<file path="src/verilog/hps_fifo_bridge_pkg.sv">
`default_nettype none

package hps_fifo_bridge_pkg;

	// ========================================
	// Word types
	// ========================================

	// One host FIFO word
	parameter int WORD_W = 32;

	typedef logic [WORD_W-1:0] word_t;

	// Spike buffer, FIFO 0 word in the low half and FIFO 1 word in the high half
	typedef logic [2*WORD_W-1:0] spike_pair_t;

	// ========================================
	// Command codes
	// ========================================

	// Write one result word
	parameter word_t CMD_SUM = 32'd1;
	// Start a spike fetch
	parameter word_t CMD_FETCH = 32'd2;

	// ========================================
	// State encodings
	// ========================================

	// Command FIFO reader and decoder
	typedef enum logic [2:0] {
		CMD_IDLE,
		CMD_READ,
		CMD_LOAD,
		CMD_DECODE,
		CMD_WAIT
	} cmd_state_t;

	// Spike FIFO pair fetch
	typedef enum logic [2:0] {
		FETCH_IDLE,
		FETCH_READ0,
		FETCH_READ1,
		FETCH_SETTLE,
		FETCH_DONE
	} fetch_state_t;

	// Echo path reader and writer
	typedef enum logic [1:0] {
		ERD_IDLE,
		ERD_READ,
		ERD_LOAD
	} echo_rd_state_t;

	typedef enum logic {
		EWR_READY,
		EWR_WRITE
	} echo_wr_state_t;

endpackage

`default_nettype wire

</file>
<file path="src/verilog/command_decoder.sv">
`timescale 1ns/1ns
`default_nettype none

module command_decoder
	import hps_fifo_bridge_pkg::*;
(
	input logic CLOCK_50,
	input logic rst,
	input logic cmd_empty,
	input word_t cmd_data,
	input logic fetch_done,
	output logic cmd_read,
	output logic fetch_start,
	output logic result_write
);

	cmd_state_t state;
	cmd_state_t state_next;

	// Command word held for decode
	word_t cmd_buffer;
	logic load_cmd;

	// Set in DECODE for a sum command, high for the single WAIT cycle
	logic sum_pending;

	// Compare against the package codes
	logic is_fetch;
	logic is_sum;

	assign is_fetch = (cmd_buffer == CMD_FETCH);
	assign is_sum = (cmd_buffer == CMD_SUM);

	// ========================================
	// State register
	// ========================================
	always_ff @(posedge CLOCK_50)
	begin
		if (rst)
			state <= CMD_IDLE;
		else
			state <= state_next;
	end

	// ========================================
	// Next state and strobes
	// ========================================
	always_comb
	begin
		state_next = state;
		cmd_read = 1'b0;
		load_cmd = 1'b0;
		fetch_start = 1'b0;
		case (state)
			CMD_IDLE:
			begin
				// Wait for a word in the command FIFO
				if (!cmd_empty)
					state_next = CMD_READ;
			end
			CMD_READ:
			begin
				// One-cycle read pulse
				cmd_read = 1'b1;
				state_next = CMD_LOAD;
			end
			CMD_LOAD:
			begin
				// FIFO data valid now
				load_cmd = 1'b1;
				state_next = CMD_DECODE;
			end
			CMD_DECODE:
			begin
				if (is_fetch)
				begin
					fetch_start = 1'b1;
					state_next = CMD_WAIT;
				end
				else if (is_sum)
					state_next = CMD_WAIT;
				else
					// Unknown code is simply dropped
					state_next = CMD_IDLE;
			end
			CMD_WAIT:
			begin
				// Fetch completion or the pending sum write ends the wait
				if (fetch_done || sum_pending)
					state_next = CMD_IDLE;
			end
			default:
				state_next = CMD_IDLE;
		endcase
	end

	// Command buffer
	always_ff @(posedge CLOCK_50)
	begin
		if (load_cmd)
			cmd_buffer <= cmd_data;
	end

	// Delayed sum request
	always_ff @(posedge CLOCK_50)
	begin
		if (rst)
			sum_pending <= 1'b0;
		else
			sum_pending <= (state == CMD_DECODE) && is_sum;
	end

	// Result write lands in the WAIT cycle
	assign result_write = sum_pending;

endmodule

`default_nettype wire

</file>
<file path="src/verilog/echo_channel.sv">
`timescale 1ns/1ns
`default_nettype none

module echo_channel
	import hps_fifo_bridge_pkg::*;
(
	input logic CLOCK_50,
	input logic rst,
	input logic echo_in_empty,
	input word_t echo_in_data,
	output logic echo_in_read,
	output logic echo_out_write,
	output word_t echo_out_data
);

	echo_rd_state_t rd_state;
	echo_rd_state_t rd_state_next;
	echo_wr_state_t wr_state;
	echo_wr_state_t wr_state_next;

	// Reader to writer handshake
	logic load_word;
	logic wr_start;
	logic wr_ready;

	// Word in flight
	word_t word_buf;

	// ========================================
	// State registers
	// ========================================
	always_ff @(posedge CLOCK_50)
	begin
		if (rst)
		begin
			rd_state <= ERD_IDLE;
			wr_state <= EWR_READY;
		end
		else
		begin
			rd_state <= rd_state_next;
			wr_state <= wr_state_next;
		end
	end

	// ========================================
	// Reader
	// ========================================
	always_comb
	begin
		rd_state_next = rd_state;
		echo_in_read = 1'b0;
		load_word = 1'b0;
		wr_start = 1'b0;
		case (rd_state)
			ERD_IDLE:
			begin
				// Only one word in flight
				if (!echo_in_empty && wr_ready)
					rd_state_next = ERD_READ;
			end
			ERD_READ:
			begin
				echo_in_read = 1'b1;
				rd_state_next = ERD_LOAD;
			end
			ERD_LOAD:
			begin
				// Capture and hand over to the writer
				load_word = 1'b1;
				wr_start = 1'b1;
				rd_state_next = ERD_IDLE;
			end
			default:
				rd_state_next = ERD_IDLE;
		endcase
	end

	// ========================================
	// Writer
	// ========================================
	always_comb
	begin
		wr_state_next = wr_state;
		wr_ready = 1'b0;
		echo_out_write = 1'b0;
		case (wr_state)
			EWR_READY:
			begin
				wr_ready = 1'b1;
				if (wr_start)
					wr_state_next = EWR_WRITE;
			end
			EWR_WRITE:
			begin
				// Single write of the buffered word
				echo_out_write = 1'b1;
				wr_state_next = EWR_READY;
			end
			default:
				wr_state_next = EWR_READY;
		endcase
	end

	// Word buffer
	always_ff @(posedge CLOCK_50)
	begin
		if (load_word)
			word_buf <= echo_in_data;
	end

	assign echo_out_data = word_buf;

endmodule

`default_nettype wire

</file>
<file path="src/verilog/hps_fifo_bridge_top.sv">
`timescale 1ns/1ns
`default_nettype none

module hps_fifo_bridge_top
	import hps_fifo_bridge_pkg::*;
(
	input logic CLOCK_50,
	input logic rst,

	// ========================================
	// Command FIFO, host to fabric
	// ========================================
	input logic cmd_empty,
	input word_t cmd_data,
	output logic cmd_read,

	// ========================================
	// Spike FIFOs, host to fabric
	// ========================================
	// Host loads both before a fetch command
	input word_t spike0_data,
	output logic spike0_read,
	input word_t spike1_data,
	output logic spike1_read,

	// ========================================
	// Result FIFO, fabric to host
	// ========================================
	output logic result_write,
	output word_t result_data,

	// ========================================
	// Echo FIFOs
	// ========================================
	input logic echo_in_empty,
	input word_t echo_in_data,
	output logic echo_in_read,
	output logic echo_out_write,
	output word_t echo_out_data
);

	// Decoder to fetch start pulse
	logic fetch_start;
	// Fetch to decoder completion pulse
	logic fetch_done;

	// Command path
	command_decoder u_command_decoder (
		.CLOCK_50     (CLOCK_50),
		.rst          (rst),
		.cmd_empty    (cmd_empty),
		.cmd_data     (cmd_data),
		.fetch_done   (fetch_done),
		.cmd_read     (cmd_read),
		.fetch_start  (fetch_start),
		.result_write (result_write)
	);

	// Spike pair fetch, sum goes straight to the result FIFO
	spike_fetch u_spike_fetch (
		.CLOCK_50    (CLOCK_50),
		.rst         (rst),
		.fetch_start (fetch_start),
		.spike0_data (spike0_data),
		.spike1_data (spike1_data),
		.spike0_read (spike0_read),
		.spike1_read (spike1_read),
		.fetch_done  (fetch_done),
		.pair_sum    (result_data)
	);

	// Echo path runs on its own
	echo_channel u_echo_channel (
		.CLOCK_50       (CLOCK_50),
		.rst            (rst),
		.echo_in_empty  (echo_in_empty),
		.echo_in_data   (echo_in_data),
		.echo_in_read   (echo_in_read),
		.echo_out_write (echo_out_write),
		.echo_out_data  (echo_out_data)
	);

endmodule

`default_nettype wire

</file>
<file path="src/verilog/spike_fetch.sv">
`timescale 1ns/1ns
`default_nettype none

module spike_fetch
	import hps_fifo_bridge_pkg::*;
(
	input logic CLOCK_50,
	input logic rst,
	input logic fetch_start,
	input word_t spike0_data,
	input word_t spike1_data,
	output logic spike0_read,
	output logic spike1_read,
	output logic fetch_done,
	output word_t pair_sum
);

	fetch_state_t state;
	fetch_state_t state_next;

	// Load strobes trail the read pulses by one cycle
	logic load0;
	logic load1;

	// Both spike words
	spike_pair_t spike_buf;

	// ========================================
	// State register
	// ========================================
	always_ff @(posedge CLOCK_50)
	begin
		if (rst)
			state <= FETCH_IDLE;
		else
			state <= state_next;
	end

	// ========================================
	// Next state and read strobes
	// ========================================
	always_comb
	begin
		state_next = state;
		spike0_read = 1'b0;
		spike1_read = 1'b0;
		fetch_done = 1'b0;
		case (state)
			FETCH_IDLE:
			begin
				if (fetch_start)
					state_next = FETCH_READ0;
			end
			FETCH_READ0:
			begin
				// Spike FIFO 0 first
				spike0_read = 1'b1;
				state_next = FETCH_READ1;
			end
			FETCH_READ1:
			begin
				spike1_read = 1'b1;
				state_next = FETCH_SETTLE;
			end
			FETCH_SETTLE:
				// Let the second word land in the buffer
				state_next = FETCH_DONE;
			FETCH_DONE:
			begin
				fetch_done = 1'b1;
				state_next = FETCH_IDLE;
			end
			default:
				state_next = FETCH_IDLE;
		endcase
	end

	// Delayed load strobes
	always_ff @(posedge CLOCK_50)
	begin
		if (rst)
		begin
			load0 <= 1'b0;
			load1 <= 1'b0;
		end
		else
		begin
			load0 <= spike0_read;
			load1 <= spike1_read;
		end
	end

	// ========================================
	// Spike buffer
	// ========================================
	always_ff @(posedge CLOCK_50)
	begin
		// Low half from FIFO 0
		if (load0)
			spike_buf[WORD_W-1:0] <= spike0_data;
		// High half from FIFO 1
		if (load1)
			spike_buf[2*WORD_W-1:WORD_W] <= spike1_data;
	end

	// Wrapping 32-bit sum of the two halves
	assign pair_sum = spike_buf[2*WORD_W-1:WORD_W] + spike_buf[WORD_W-1:0];

endmodule

`default_nettype wire
</file>
<file path="config.mk">
export PLATFORM = sky130hd
export DESIGN_NAME = hps_fifo_bridge_top
export DESIGN_NICKNAME = d
export VERILOG_FILES = /design/src/verilog/hps_fifo_bridge_pkg.sv /design/src/verilog/command_decoder.sv /design/src/verilog/echo_channel.sv /design/src/verilog/hps_fifo_bridge_top.sv /design/src/verilog/spike_fetch.sv
export SDC_FILE = /design/constraint.sdc
export NUM_CORES = 1
export LEC_CHECK = 0
export BUFFER_PORTS_ARGS = -buffer_cell sky130_fd_sc_hd__buf_2
export CAP_MARGIN = 5
export CORE_MARGIN = 3
export CORE_UTILIZATION = 45
export DETAILED_ROUTE_END_ITERATION = 7
export HOLD_SLACK_MARGIN = 0.03
export MAX_ROUTING_LAYER = met4
export PLACE_DENSITY = 0.82
export SKIP_LAST_GASP = 1
export SLEW_MARGIN = 0
export SYNTH_ARGS = -nofsm -noshare
export SYNTH_HDL_FRONTEND = slang
export SYNTH_SLANG_ARGS = --single-unit
</file>
<file path="constraint.sdc">
create_clock -name CLOCK_50 -period 2.9 [get_ports CLOCK_50]
set_input_delay 0.29 -clock CLOCK_50 [delete_from_list [all_inputs] [get_ports CLOCK_50]]
set_output_delay 0.29 -clock CLOCK_50 [all_outputs]
set_load 0.05 [all_outputs]
</file>
# After elaboration in Yosys (flattened, before gate mapping)
# Cells that the tools add are included.
# word_totals
inputBits,132
reg_bits,140
wordCells,59
output_inout_bits,70
# op_classes
add_sub_neg,1
bitwise,1
n_eq_ne,16
reduce_logical,8
mux,22
# op_table
operator,n
$add 32x32->32,1
$eq 32x1->1 const B,1
$eq 32x2->1 const B,1
$mux 3,5
$pmux 3 s5,1
$eq 3x2->1 const B,4
$mux 1,12
$pmux 3 s4,1
$eq 3x1->1 const B,2
$eq 3x3->1 const B,2
$logic_not 3->1,2
$ne 2x1->1 const B,2
$ne 2x2->1 const B,2
$pmux 2 s2,1
$eq 2x1->1 const B,1
$eq 2x2->1 const B,1
$logic_and 1x1->1,2
$logic_not 2->1,1
$mux 2,1
$pmux 1 s2,1
$reduce_and 2->1,1
$logic_not 1->1,1
$logic_or 1x1->1,1
$not 1->1,1

# Longest topological paths before layout
# Gate-level depths: netlist of run 1.
# depth
depth_word,5
mapped_depth,10
ltp_nobuf,10

# Modules after synthesis
# A second synthesis of run 1 with hierarchy kept.
# unflattened
hier_cells,436
area_unflattened_um2,6084.6
# modules_own_cells
mod,instances,seq_area_each_um2,cells_per_inst,area_per_inst_um2
spike_fetch,1,2021.9,332,3804.9
command_decoder,1,1041.0,62,1218.7
echo_channel,1,1021.0,42,1061.0

# Worst setup path after synthesis of run 1
# OpenSTA, ideal clock, no wires.
# synth_path
path_kind,register to register
from,reg u_command_decoder.state[1]
to,reg u_command_decoder.cmd_buffer[0] (enable)
setup_time_ns,0.461
t_arrival_ns,2.663
path_stages_with_launch,3
period_less_slack_ns,3.124
path_buffers,0
slack_ns,-0.224
required_time_ns,2.439
cell_sequence,dfxtp_1 inv_1 nor3_1
# synth_between
elab_chain_cells,2
# synth_rtl
item,line_no,source
"start, declared",command_decoder.sv:17,cmd_state_t state;
"start signal, assigned",command_decoder.sv:42,state <= state_next;
$eq 3x2->1,command_decoder.sv:54,case (state)
$mux 1,command_decoder.sv:54,
"end signal, assigned",command_decoder.sv:101,cmd_buffer <= cmd_data;
"end, declared",command_decoder.sv:21,word_t cmd_buffer;
# No other way between the ends.
# A chain may end at the register's enable or synchronous reset.

# Worst setup path in the final report of run 1
# layout_path
from,reg u_spike_fetch.spike_buf[33]
to,out result_data[24]
# layout_between
elab_chain_cells,1
# layout_rtl
item,line_no,source
"start, declared",spike_fetch.sv:26,spike_pair_t spike_buf;
"start signal, assigned by index",spike_fetch.sv:100,spike_buf[WORD_W-1:0] <= spike0_data;
"start signal, assigned by index",spike_fetch.sv:103,spike_buf[2*WORD_W-1:WORD_W] <= spike1_data;
$add 32x32->32,spike_fetch.sv:107,assign pair_sum = spike_buf[2*WORD_W-1:WORD_W] + spike_buf[WORD_W-1:0];
"end, declared",hps_fifo_bridge_top.sv:30,"output word_t result_data,"
# No other way between the ends.

==> impl_table.tex, run 1 <==
\begin{tabular}{lr}
\hline
Metric & Value \\
\hline
\multicolumn{2}{l}{\textbf{Routing}} \\
\quad WL/cell & 18.04 µm \\
\quad Violation count after the first detailed-routing iteration & 342 \\
\quad Via/cell ratio & 5.192 \\
\quad Total number of vias & 4662 \\
\quad First-pass DRT Iterations & 4 \\
\quad Detail Route Antenna Nets & 0 \\
\quad Total wire length after detailed routing & 16200 µm \\
\quad DRC errors left & 0 \\
\multicolumn{2}{l}{\textbf{Clocking}} \\
\quad Clock transition at the register clock pins on the worst setup and hold paths after CTS & 0.07 ns \\
\quad Maximum buffer depth of the clock tree & 2 \\
\quad Cts bufs inserted & 17 \\
\quad Clock tree root buffer cell & clkbuf\_16 \\
\quad TritonCTS clock tree & built \\
\quad Worst-skew pair later-pin latency & 0.42 ns \\
\quad Clk sink count & 140 \\
\quad Number of levels the H-tree was split into & 4 \\
\multicolumn{2}{l}{\textbf{GRT}} \\
\quad Total global routing overflow & 0 \\
\quad Number of antenna violations at the first check in global routing & 3 \\
\quad Maximum number of pins on one net before global-route repair & 34 \\
\quad Number of global-route vias before repair & 4848 \\
\quad Global router's overall resource usage & 21.96\% \\
\quad Wire length of the first global-routing pass & 23840 µm \\
\multicolumn{2}{l}{\textbf{Layout}} \\
\quad Fill count & 772 \\
\quad Area growth from synthesis to layout & 54.65\% \\
\quad Fraction of layout instances using a drive strength above 1 & 47.72\% \\
\quad Final std cells w/o fill & 898 \\
\quad \# nets final & 874 \\
\quad Final Cell Area & 9170 µm² \\
\multicolumn{2}{l}{\textbf{Placed design}} \\
\quad GP Congestion & 0.9564 \\
\quad Placed Cells incl. Taps & 804 \\
\quad Count of buffers from port buffering & 201 \\
\quad Post-detailed-placement half-perimeter wirelength & 10320 µm \\
\quad Instance area after placement & 7507 µm² \\
\quad Worst slack, placed & -0.2916 ns \\
\multicolumn{2}{l}{\textbf{Setup path}} \\
\quad Critical register-to-register path endpoint & u\_spike\_fetch.state[0] \\
\quad Number of cell instances on the worst register-to-register path & 5 \\
\quad R2R Path Start & u\_command\_decoder.cmd\_buffer[10] \\
\quad Arr. time, crit path & 3.08 ns \\
\quad Register-to-register setup slack & 1.09 ns \\
\quad Critical path capture point type & primary output \\
\quad Start point of the critical path & u\_spike\_fetch.spike\_buf[33] \\
\quad Kind of start point of the critical path & register \\
\quad Capture point of the worst path & result\_data[24] \\
\quad Largest fanout on the critical path & 3 \\
\quad Critical Setup Path Class & register to primary output \\
\quad Crit path required time & 2.61 ns \\
\multicolumn{2}{l}{\textbf{Yosys}} \\
\quad Gate count after technology mapping & 402 \\
\quad Most numerous cell types in the synthesized netlist & edfxtp\_1, a21oi\_1, ha\_1 \\
\quad Number of enable flip-flop cells after synthesis & 128 \\
\quad Yosys reg bits & 140 \\
\quad Part of the Yosys area used for sequential elements & 68.88\% \\
\quad Cell with the most instances after synthesis & edfxtp\_1 \\
\quad Most area-consuming cells after synthesis & edfxtp\_1, ha\_1, dfxtp\_1 \\
\quad Synth Area per Inst & 14.75 µm² \\
\quad Synthesized netlist net count & 566 \\
\quad FFs w/ async S/R, synth & 0\% \\
\quad Total number of yosys warnings & 0 \\
\quad Top-area cell type share of the netlist area & 64.82\% \\
\quad Netlist cell types & 47 \\
\quad Biggest area consumer among synthesized cells & edfxtp\_1 \\
\quad Predominant post-synthesis flop cell & edfxtp\_1 \\
\quad Summed instance area of the synthesized netlist & 5929 µm² \\
\multicolumn{2}{l}{\textbf{Die}} \\
\quad Core area & 12770 µm² \\
\quad Standard-cell rows & 41 \\
\quad Horizontal extent of the die & 120.8 µm \\
\quad Number of top-level design ports & 202 \\
\quad Die extent in y & 120.8 µm \\
\quad Die area & 14590 µm² \\
\quad Starting density of the core & 46.42\% \\
\multicolumn{2}{l}{\textbf{Power}} \\
\quad Power density cells & 506.5 nW/µm² \\
\quad Tot Pwr & 4.645 mW \\
\quad Static leakage & 3.731 nW \\
\quad Peak supply drop & 0.5321 mV \\
\multicolumn{2}{l}{\textbf{Worst hold path}} \\
\quad Min-Delay Path Class & primary input to register \\
\quad Hold Path Stages & 1 \\
\multicolumn{2}{l}{\textbf{Timing}} \\
\quad Total count of hold-check failures in the final report & 0 \\
\quad Transition time of the tightest slew-check pin & 0.4672 ns \\
\quad Final setup margin & -0.4746 ns \\
\quad Unrepaired setup endpoints after global routing & true \\
\quad Final critical-path share of the clock period & 116.4\% \\
\quad Largest clock skew in the final design & 0.008900 ns \\
\quad Worst rel slew slack & 68.52\% \\
\quad Max Freq & 296.3 MHz \\
\quad Final max-slew violation count & 0 \\
\quad Setup violators final & 21 \\
\quad Min Tclk post-route & 3.375 ns \\
\multicolumn{2}{l}{\textbf{Run status}} \\
\quad Outcome & complete, but fails checks \\
\quad Violations in the final reports & setup timing \\
\multicolumn{2}{l}{\textbf{Run}} \\
\quad Max-cap check violation count & 0 \\
\hline
\end{tabular}
power breakdown:
group / switching [mW] / leakage, nW / internal (mW)
Sequential: 0.0193 / 1.26 / 2.26
Clock: 0.904 / 0.283 / 1.21
Combinational: 0.126 / 2.19 / 0.125
Total: 1.05 / 3.73 / 3.60
worst min path at each step:
stage	end	slack (ns)	startpoint
2_1_floorplan	u_command_decoder.state[0]	0.38	rst
3_3_place_gp	u_echo_channel.rd_state[0]	0.43	u_echo_channel.rd_state[0]
3_5_place_dp	u_echo_channel.wr_state	0.43	u_echo_channel.wr_state
4_1_cts	u_spike_fetch.spike_buf[5]	0.03	spike0_data[5]
5_1_grt	u_command_decoder.cmd_buffer[21]	0.03	cmd_data[21]
6_report	u_echo_channel.echo_out_data[6]	0.04	echo_in_data[6]
timing repair:
action                     in CTS  in global routing
pin swaps                      32                 34
gates resized for setup        72                 41
setup endpoints to repair      23                 25
setup buffers                   5                  7
gates cloned                    0                  0
hold buffers                   39                 11
hold endpoints to repair       39                 11
registers in the layout, indices dropped and copies added (netlist names):
register	cells
u_command_decoder.result_write	1
u_command_decoder.cmd_buffer	32
u_echo_channel.wr_state	1
u_command_decoder.state	3
u_echo_channel.rd_state	2
u_spike_fetch.state	3
u_echo_channel.echo_out_data	32
u_spike_fetch.load1	1
u_spike_fetch.load0	1
u_spike_fetch.spike_buf	64
layer usage:
| layer | GRT usage, % | share of wire, % | vias up |
|---|---|---|---|
| li1 | - | - | 2179 |
| met1 | 23.25 | 36 | 2211 |
| met2 | 37.58 | 53 | 234 |
| met3 | 8.092 | 7.9 | 38 |
| met4 | 8.357 | 2.5 | 0 |
| met5 | - | 0 | - |
cell type report:
cell class | instances | area (µm²) | share of cell area, %
Antenna cell | 3 | 7.507 | 0.08187
Clock buffer | 17 | 425.4 | 4.639
Clock inverter | 15 | 150.1 | 1.637
Inverter | 5 | 18.77 | 0.2047
Multi-Input combinational cell | 251 | 2267 | 24.72
Sequential cell | 140 | 4084 | 44.54
Tap cell | 172 | 215.2 | 2.347
Timing Repair Buffer | 295 | 2002 | 21.83
worst max-delay path: stages, from the launching register on:
cell      delay (ns)
edfxtp_1        0.44
buf_6           0.15
fa_2            0.42
a21oi_4         0.18
o21ai_2         0.07
a21oi_2         0.15
and3b_2         0.27
nor2_4          0.12
buf_6           0.13
o211ai_1        0.12
a21oi_2         0.24
xnor2_2         0.16
buf_6           0.19
stage by stage:
stage	hold WS (ns)	utilization, %	setup TNS (ns)
finish	0.04071	71.79	-6.012
global route	0.02774	71.79	-8.448
CTS	0.03011	69.08	-5.091
detailed placement	0.4327	58.77	-1.458
global placement	0.4290	58.77	-0.8034
floorplan	0.3815	-	0
cells by family after synthesis:
family,share of synthesized area [%]
DFF,68.88
AOI/OAI and AO/OA,10.95
and+or+nand+nor,7.702
xor gates and xnor gates,4.874
adders and majority gates,6.879
buffers and inverters,0.7174
cells in the final DEF (no fill, tap or decap), types with 4 or more instances in the layout:
master,n
ha_4,7
dfxtp_1,12
a21o_1,16
nor4_1,8
buf_6,28
dlygate4sd3_1,50
xnor2_1,9
nand3_1,6
o21ai_1,4
o21ai_0,7
xor2_2,7
xnor2_2,12
nand2b_1,5
a21oi_1,22
buf_2,177
xor2_1,5
ha_1,22
nor2_1,17
inv_6,7
clkbuf_16,17
buf_4,40
o21a_1,4
edfxtp_1,128
nor3_1,8
a21oi_2,10
inv_1,5
nand2_1,19
Power figures use the tool's default switching activity.
==> run 2: changes to the inputs <==
- CORE_UTILIZATION: 45 -> 54
- PLACE_DENSITY: 0.82 -> 0.88
- clock period: 2.9 -> 4.35 ns (I/O delays scaled with it)
==> run 2 against run 1 <==
Effect of this change:
- the flow now finishes without violations
- design area fell by 16%
- first-iteration DRC count decreased by 14%
- via count shrank 11%
- critical path depth decreased by 1
- global-route usage grew 1.3 points
- die area is 16% lower
- cell count fell by 14%
- sequential share of layout area rose by 8.2 points
- total power down 32%
- clock power is 29% lower
- sequential cell count did not move
- worst hold slack gained 0.035 ns
- critical path type unchanged
- critical endpoint is now result_data[28]
- largest power group unchanged
- highest routed layer unchanged
==> impl_table.tex, run 2 (same netlist as run 1, synthesis figures left out) <==
\begin{tabular}{lr}
\hline
Metric & Value \\
\hline
\multicolumn{2}{l}{\textbf{Routing}} \\
\quad Via/cell ratio & 5.374 \\
\quad Total number of vias & 4154 \\
\quad Total wire length after detailed routing & 13340 µm \\
\quad WL/cell & 17.25 µm \\
\quad Violation count after the first detailed-routing iteration & 294 \\
\quad First-pass DRT Iterations & 4 \\
\quad DRC errors left & 0 \\
\quad Detail Route Antenna Nets & 0 \\
\multicolumn{2}{l}{\textbf{Run}} \\
\quad Max-cap check violation count & 0 \\
\multicolumn{2}{l}{\textbf{Setup path}} \\
\quad Register-to-register setup slack & 2.58 ns \\
\quad Start point of the critical path & u\_spike\_fetch.spike\_buf[0] \\
\quad Kind of start point of the critical path & register \\
\quad Critical path capture point type & primary output \\
\quad Number of cell instances on the worst register-to-register path & 3 \\
\quad Slowest stage cell, crit path & fa\_1 \\
\quad Worst path cell trace & ha\_1 > fa\_1 > a21oi\_1 > o21ai\_1 > a21oi\_1 > and3b\_1 > nor2\_2 > o21ai\_1 > a221oi\_1 > xnor2\_1 > buf\_2 \\
\quad Critical Setup Path Class & register to primary output \\
\quad Crit path required time & 3.91 ns \\
\quad Number of buffer and inverter stages on the critical path & 1 \\
\quad Arr. time, crit path & 3.54 ns \\
\quad Cell family with the largest share of critical-path delay & compound AO/OA/AOI/OAI gates \\
\quad Worst path max stage delay & 0.41 ns \\
\quad Largest fanout on the critical path & 5 \\
\quad R2R Path Start & u\_command\_decoder.cmd\_buffer[8] \\
\quad Critical register-to-register path endpoint & u\_command\_decoder.result\_write \\
\multicolumn{2}{l}{\textbf{Clocking}} \\
\quad PostCTS Resize Cnt & 0 \\
\quad Clk sink count & 140 \\
\quad Quantity of hold-fixing buffers added after cts & 0 \\
\quad Worst-skew pair later-pin latency & 0.52 ns \\
\quad Cts bufs inserted & 17 \\
\quad Maximum buffer depth of the clock tree & 2 \\
\quad Clock tree root buffer cell & clkbuf\_8 \\
\quad TritonCTS clock tree & built \\
\quad Number of levels the H-tree was split into & 4 \\
\quad Clock transition at the register clock pins on the worst setup and hold paths after CTS & 0.06 ns \\
\quad Buffer count from post-CTS setup fixing & 0 \\
\multicolumn{2}{l}{\textbf{Layout}} \\
\quad Leading cell types in the layout, fill and taps excluded & buf\_2, edfxtp\_1, a21oi\_1 \\
\quad Final Cell Area & 7746 µm² \\
\quad Fill count & 649 \\
\quad Seq. cell area & 4084 µm² \\
\quad Final std cells w/o fill & 773 \\
\quad Fraction of layout instances using a drive strength above 1 & 38.86\% \\
\quad Final design utilization & 73.71\% \\
\quad Most common cell after layout, fill and taps aside & buf\_2 \\
\quad Area growth from synthesis to layout & 30.64\% \\
\quad Biggest register & u\_spike\_fetch.spike\_buf \\
\quad Multi-input combinational cell area & 1810 µm² \\
\quad \# nets final & 784 \\
\quad Flip-flop count of the largest register, all copies and words added & 64 \\
\multicolumn{2}{l}{\textbf{Worst hold path}} \\
\quad Hold Path Stages & 1 \\
\quad Min-Delay Path Class & primary input to register \\
\quad Endpoint of the worst hold path & u\_echo\_channel.echo\_out\_data[3] \\
\quad Worst hold path startpoint & echo\_in\_data[3] \\
\multicolumn{2}{l}{\textbf{Timing}} \\
\quad Transition time of the tightest slew-check pin & 0.4648 ns \\
\quad Final critical-path share of the clock period & 91.31\% \\
\quad Min Tclk post-route & 3.972 ns \\
\quad Max Freq & 251.8 MHz \\
\quad Unrepaired setup endpoints after global routing & false \\
\quad Setup Total Neg Slack & 0 ns \\
\quad Setup violators final & 0 \\
\quad Largest clock skew in the final design & 0.008696 ns \\
\quad Final max-slew violation count & 0 \\
\quad Worst rel slew slack & 69.01\% \\
\quad Smallest hold slack & 0.07578 ns \\
\quad Total count of hold-check failures in the final report & 0 \\
\quad Final setup margin & 0.3781 ns \\
\multicolumn{2}{l}{\textbf{Die}} \\
\quad Die extent in y & 110.8 µm \\
\quad Standard-cell rows & 37 \\
\quad Core area & 10510 µm² \\
\quad Die area & 12270 µm² \\
\quad Horizontal extent of the die & 110.8 µm \\
\quad Number of top-level design ports & 202 \\
\quad Starting density of the core & 56.42\% \\
\multicolumn{2}{l}{\textbf{Run status}} \\
\quad Outcome & completed \\
\multicolumn{2}{l}{\textbf{Power}} \\
\quad Peak supply drop & 0.3123 mV \\
\quad Power density cells & 405.7 nW/µm² \\
\quad Tot Pwr & 3.143 mW \\
\quad Static leakage & 3.182 nW \\
\multicolumn{2}{l}{\textbf{Placed design}} \\
\quad Instance area after placement & 7119 µm² \\
\quad Worst slack, placed & 0.9747 ns \\
\quad Post-detailed-placement half-perimeter wirelength & 9568 µm \\
\quad Placed Cells incl. Taps & 737 \\
\quad GP Congestion & 0.8952 \\
\quad Count of buffers from port buffering & 201 \\
\multicolumn{2}{l}{\textbf{GRT}} \\
\quad Number of global-route vias before repair & 4464 \\
\quad Maximum number of pins on one net before global-route repair & 34 \\
\quad Wire length of the first global-routing pass & 21590 µm \\
\quad Global router's overall resource usage & 23.24\% \\
\quad Total global routing overflow & 0 \\
\quad Number of antenna violations at the first check in global routing & 4 \\
\hline
\end{tabular}
run 2: cell types whose count changed in the layout (fill, tap and decap cells not counted), moves of 7 or more:
cell           before  now
xor2_2              7    0
xor2_1              5   12
buf_2             177  201
buf_6              28    0
dlygate4sd3_1      50    0
buf_4              40    4
xnor2_1             9   21
xnor2_2            12    0
a21oi_1            22   32
a21oi_2            10    1
ha_4                7    0
ha_1               22   31
run 2: how the worst max path moves through the flow:
stage               cells past startpoint         endpoint
global placement                       11  result_data[28]
floorplan                               9  result_data[31]
detailed placement                     11  result_data[28]
CTS                                    11  result_data[20]
global route                           10  result_data[31]
finish                                 11  result_data[28]
run 2: cell type report:
| cell class | count | area share, % |
|---|---|---|
| antenna | 4 | 0.1292 |
| clock buffer | 19 | 5.573 |
| clock inverter | 13 | 2.391 |
| inverter | 5 | 0.2423 |
| multi-input combinational | 251 | 23.37 |
| sequential | 140 | 52.72 |
| tap | 136 | 2.197 |
| timing repair buffer | 205 | 13.37 |
run 2: per-layer routing:
metal	share of wire [%]	GRT usage [%]	vias to the layer above	routed length, µm
met5	0	-	-	0
met4	2.0	11.33	0	263
met3	7.8	8.297	18	1045
met2	52	38.39	190	6923
met1	38	24.87	1941	5103
li1	-	-	2005	-
run 2: report_power, final:
| part | internal (mW) | switching (mW) |
|---|---|---|
| clock network | 0.951 | 0.547 |
| registers | 1.51 | 0.0112 |
| logic | 0.0537 | 0.0740 |
| total | 2.51 | 0.632 |
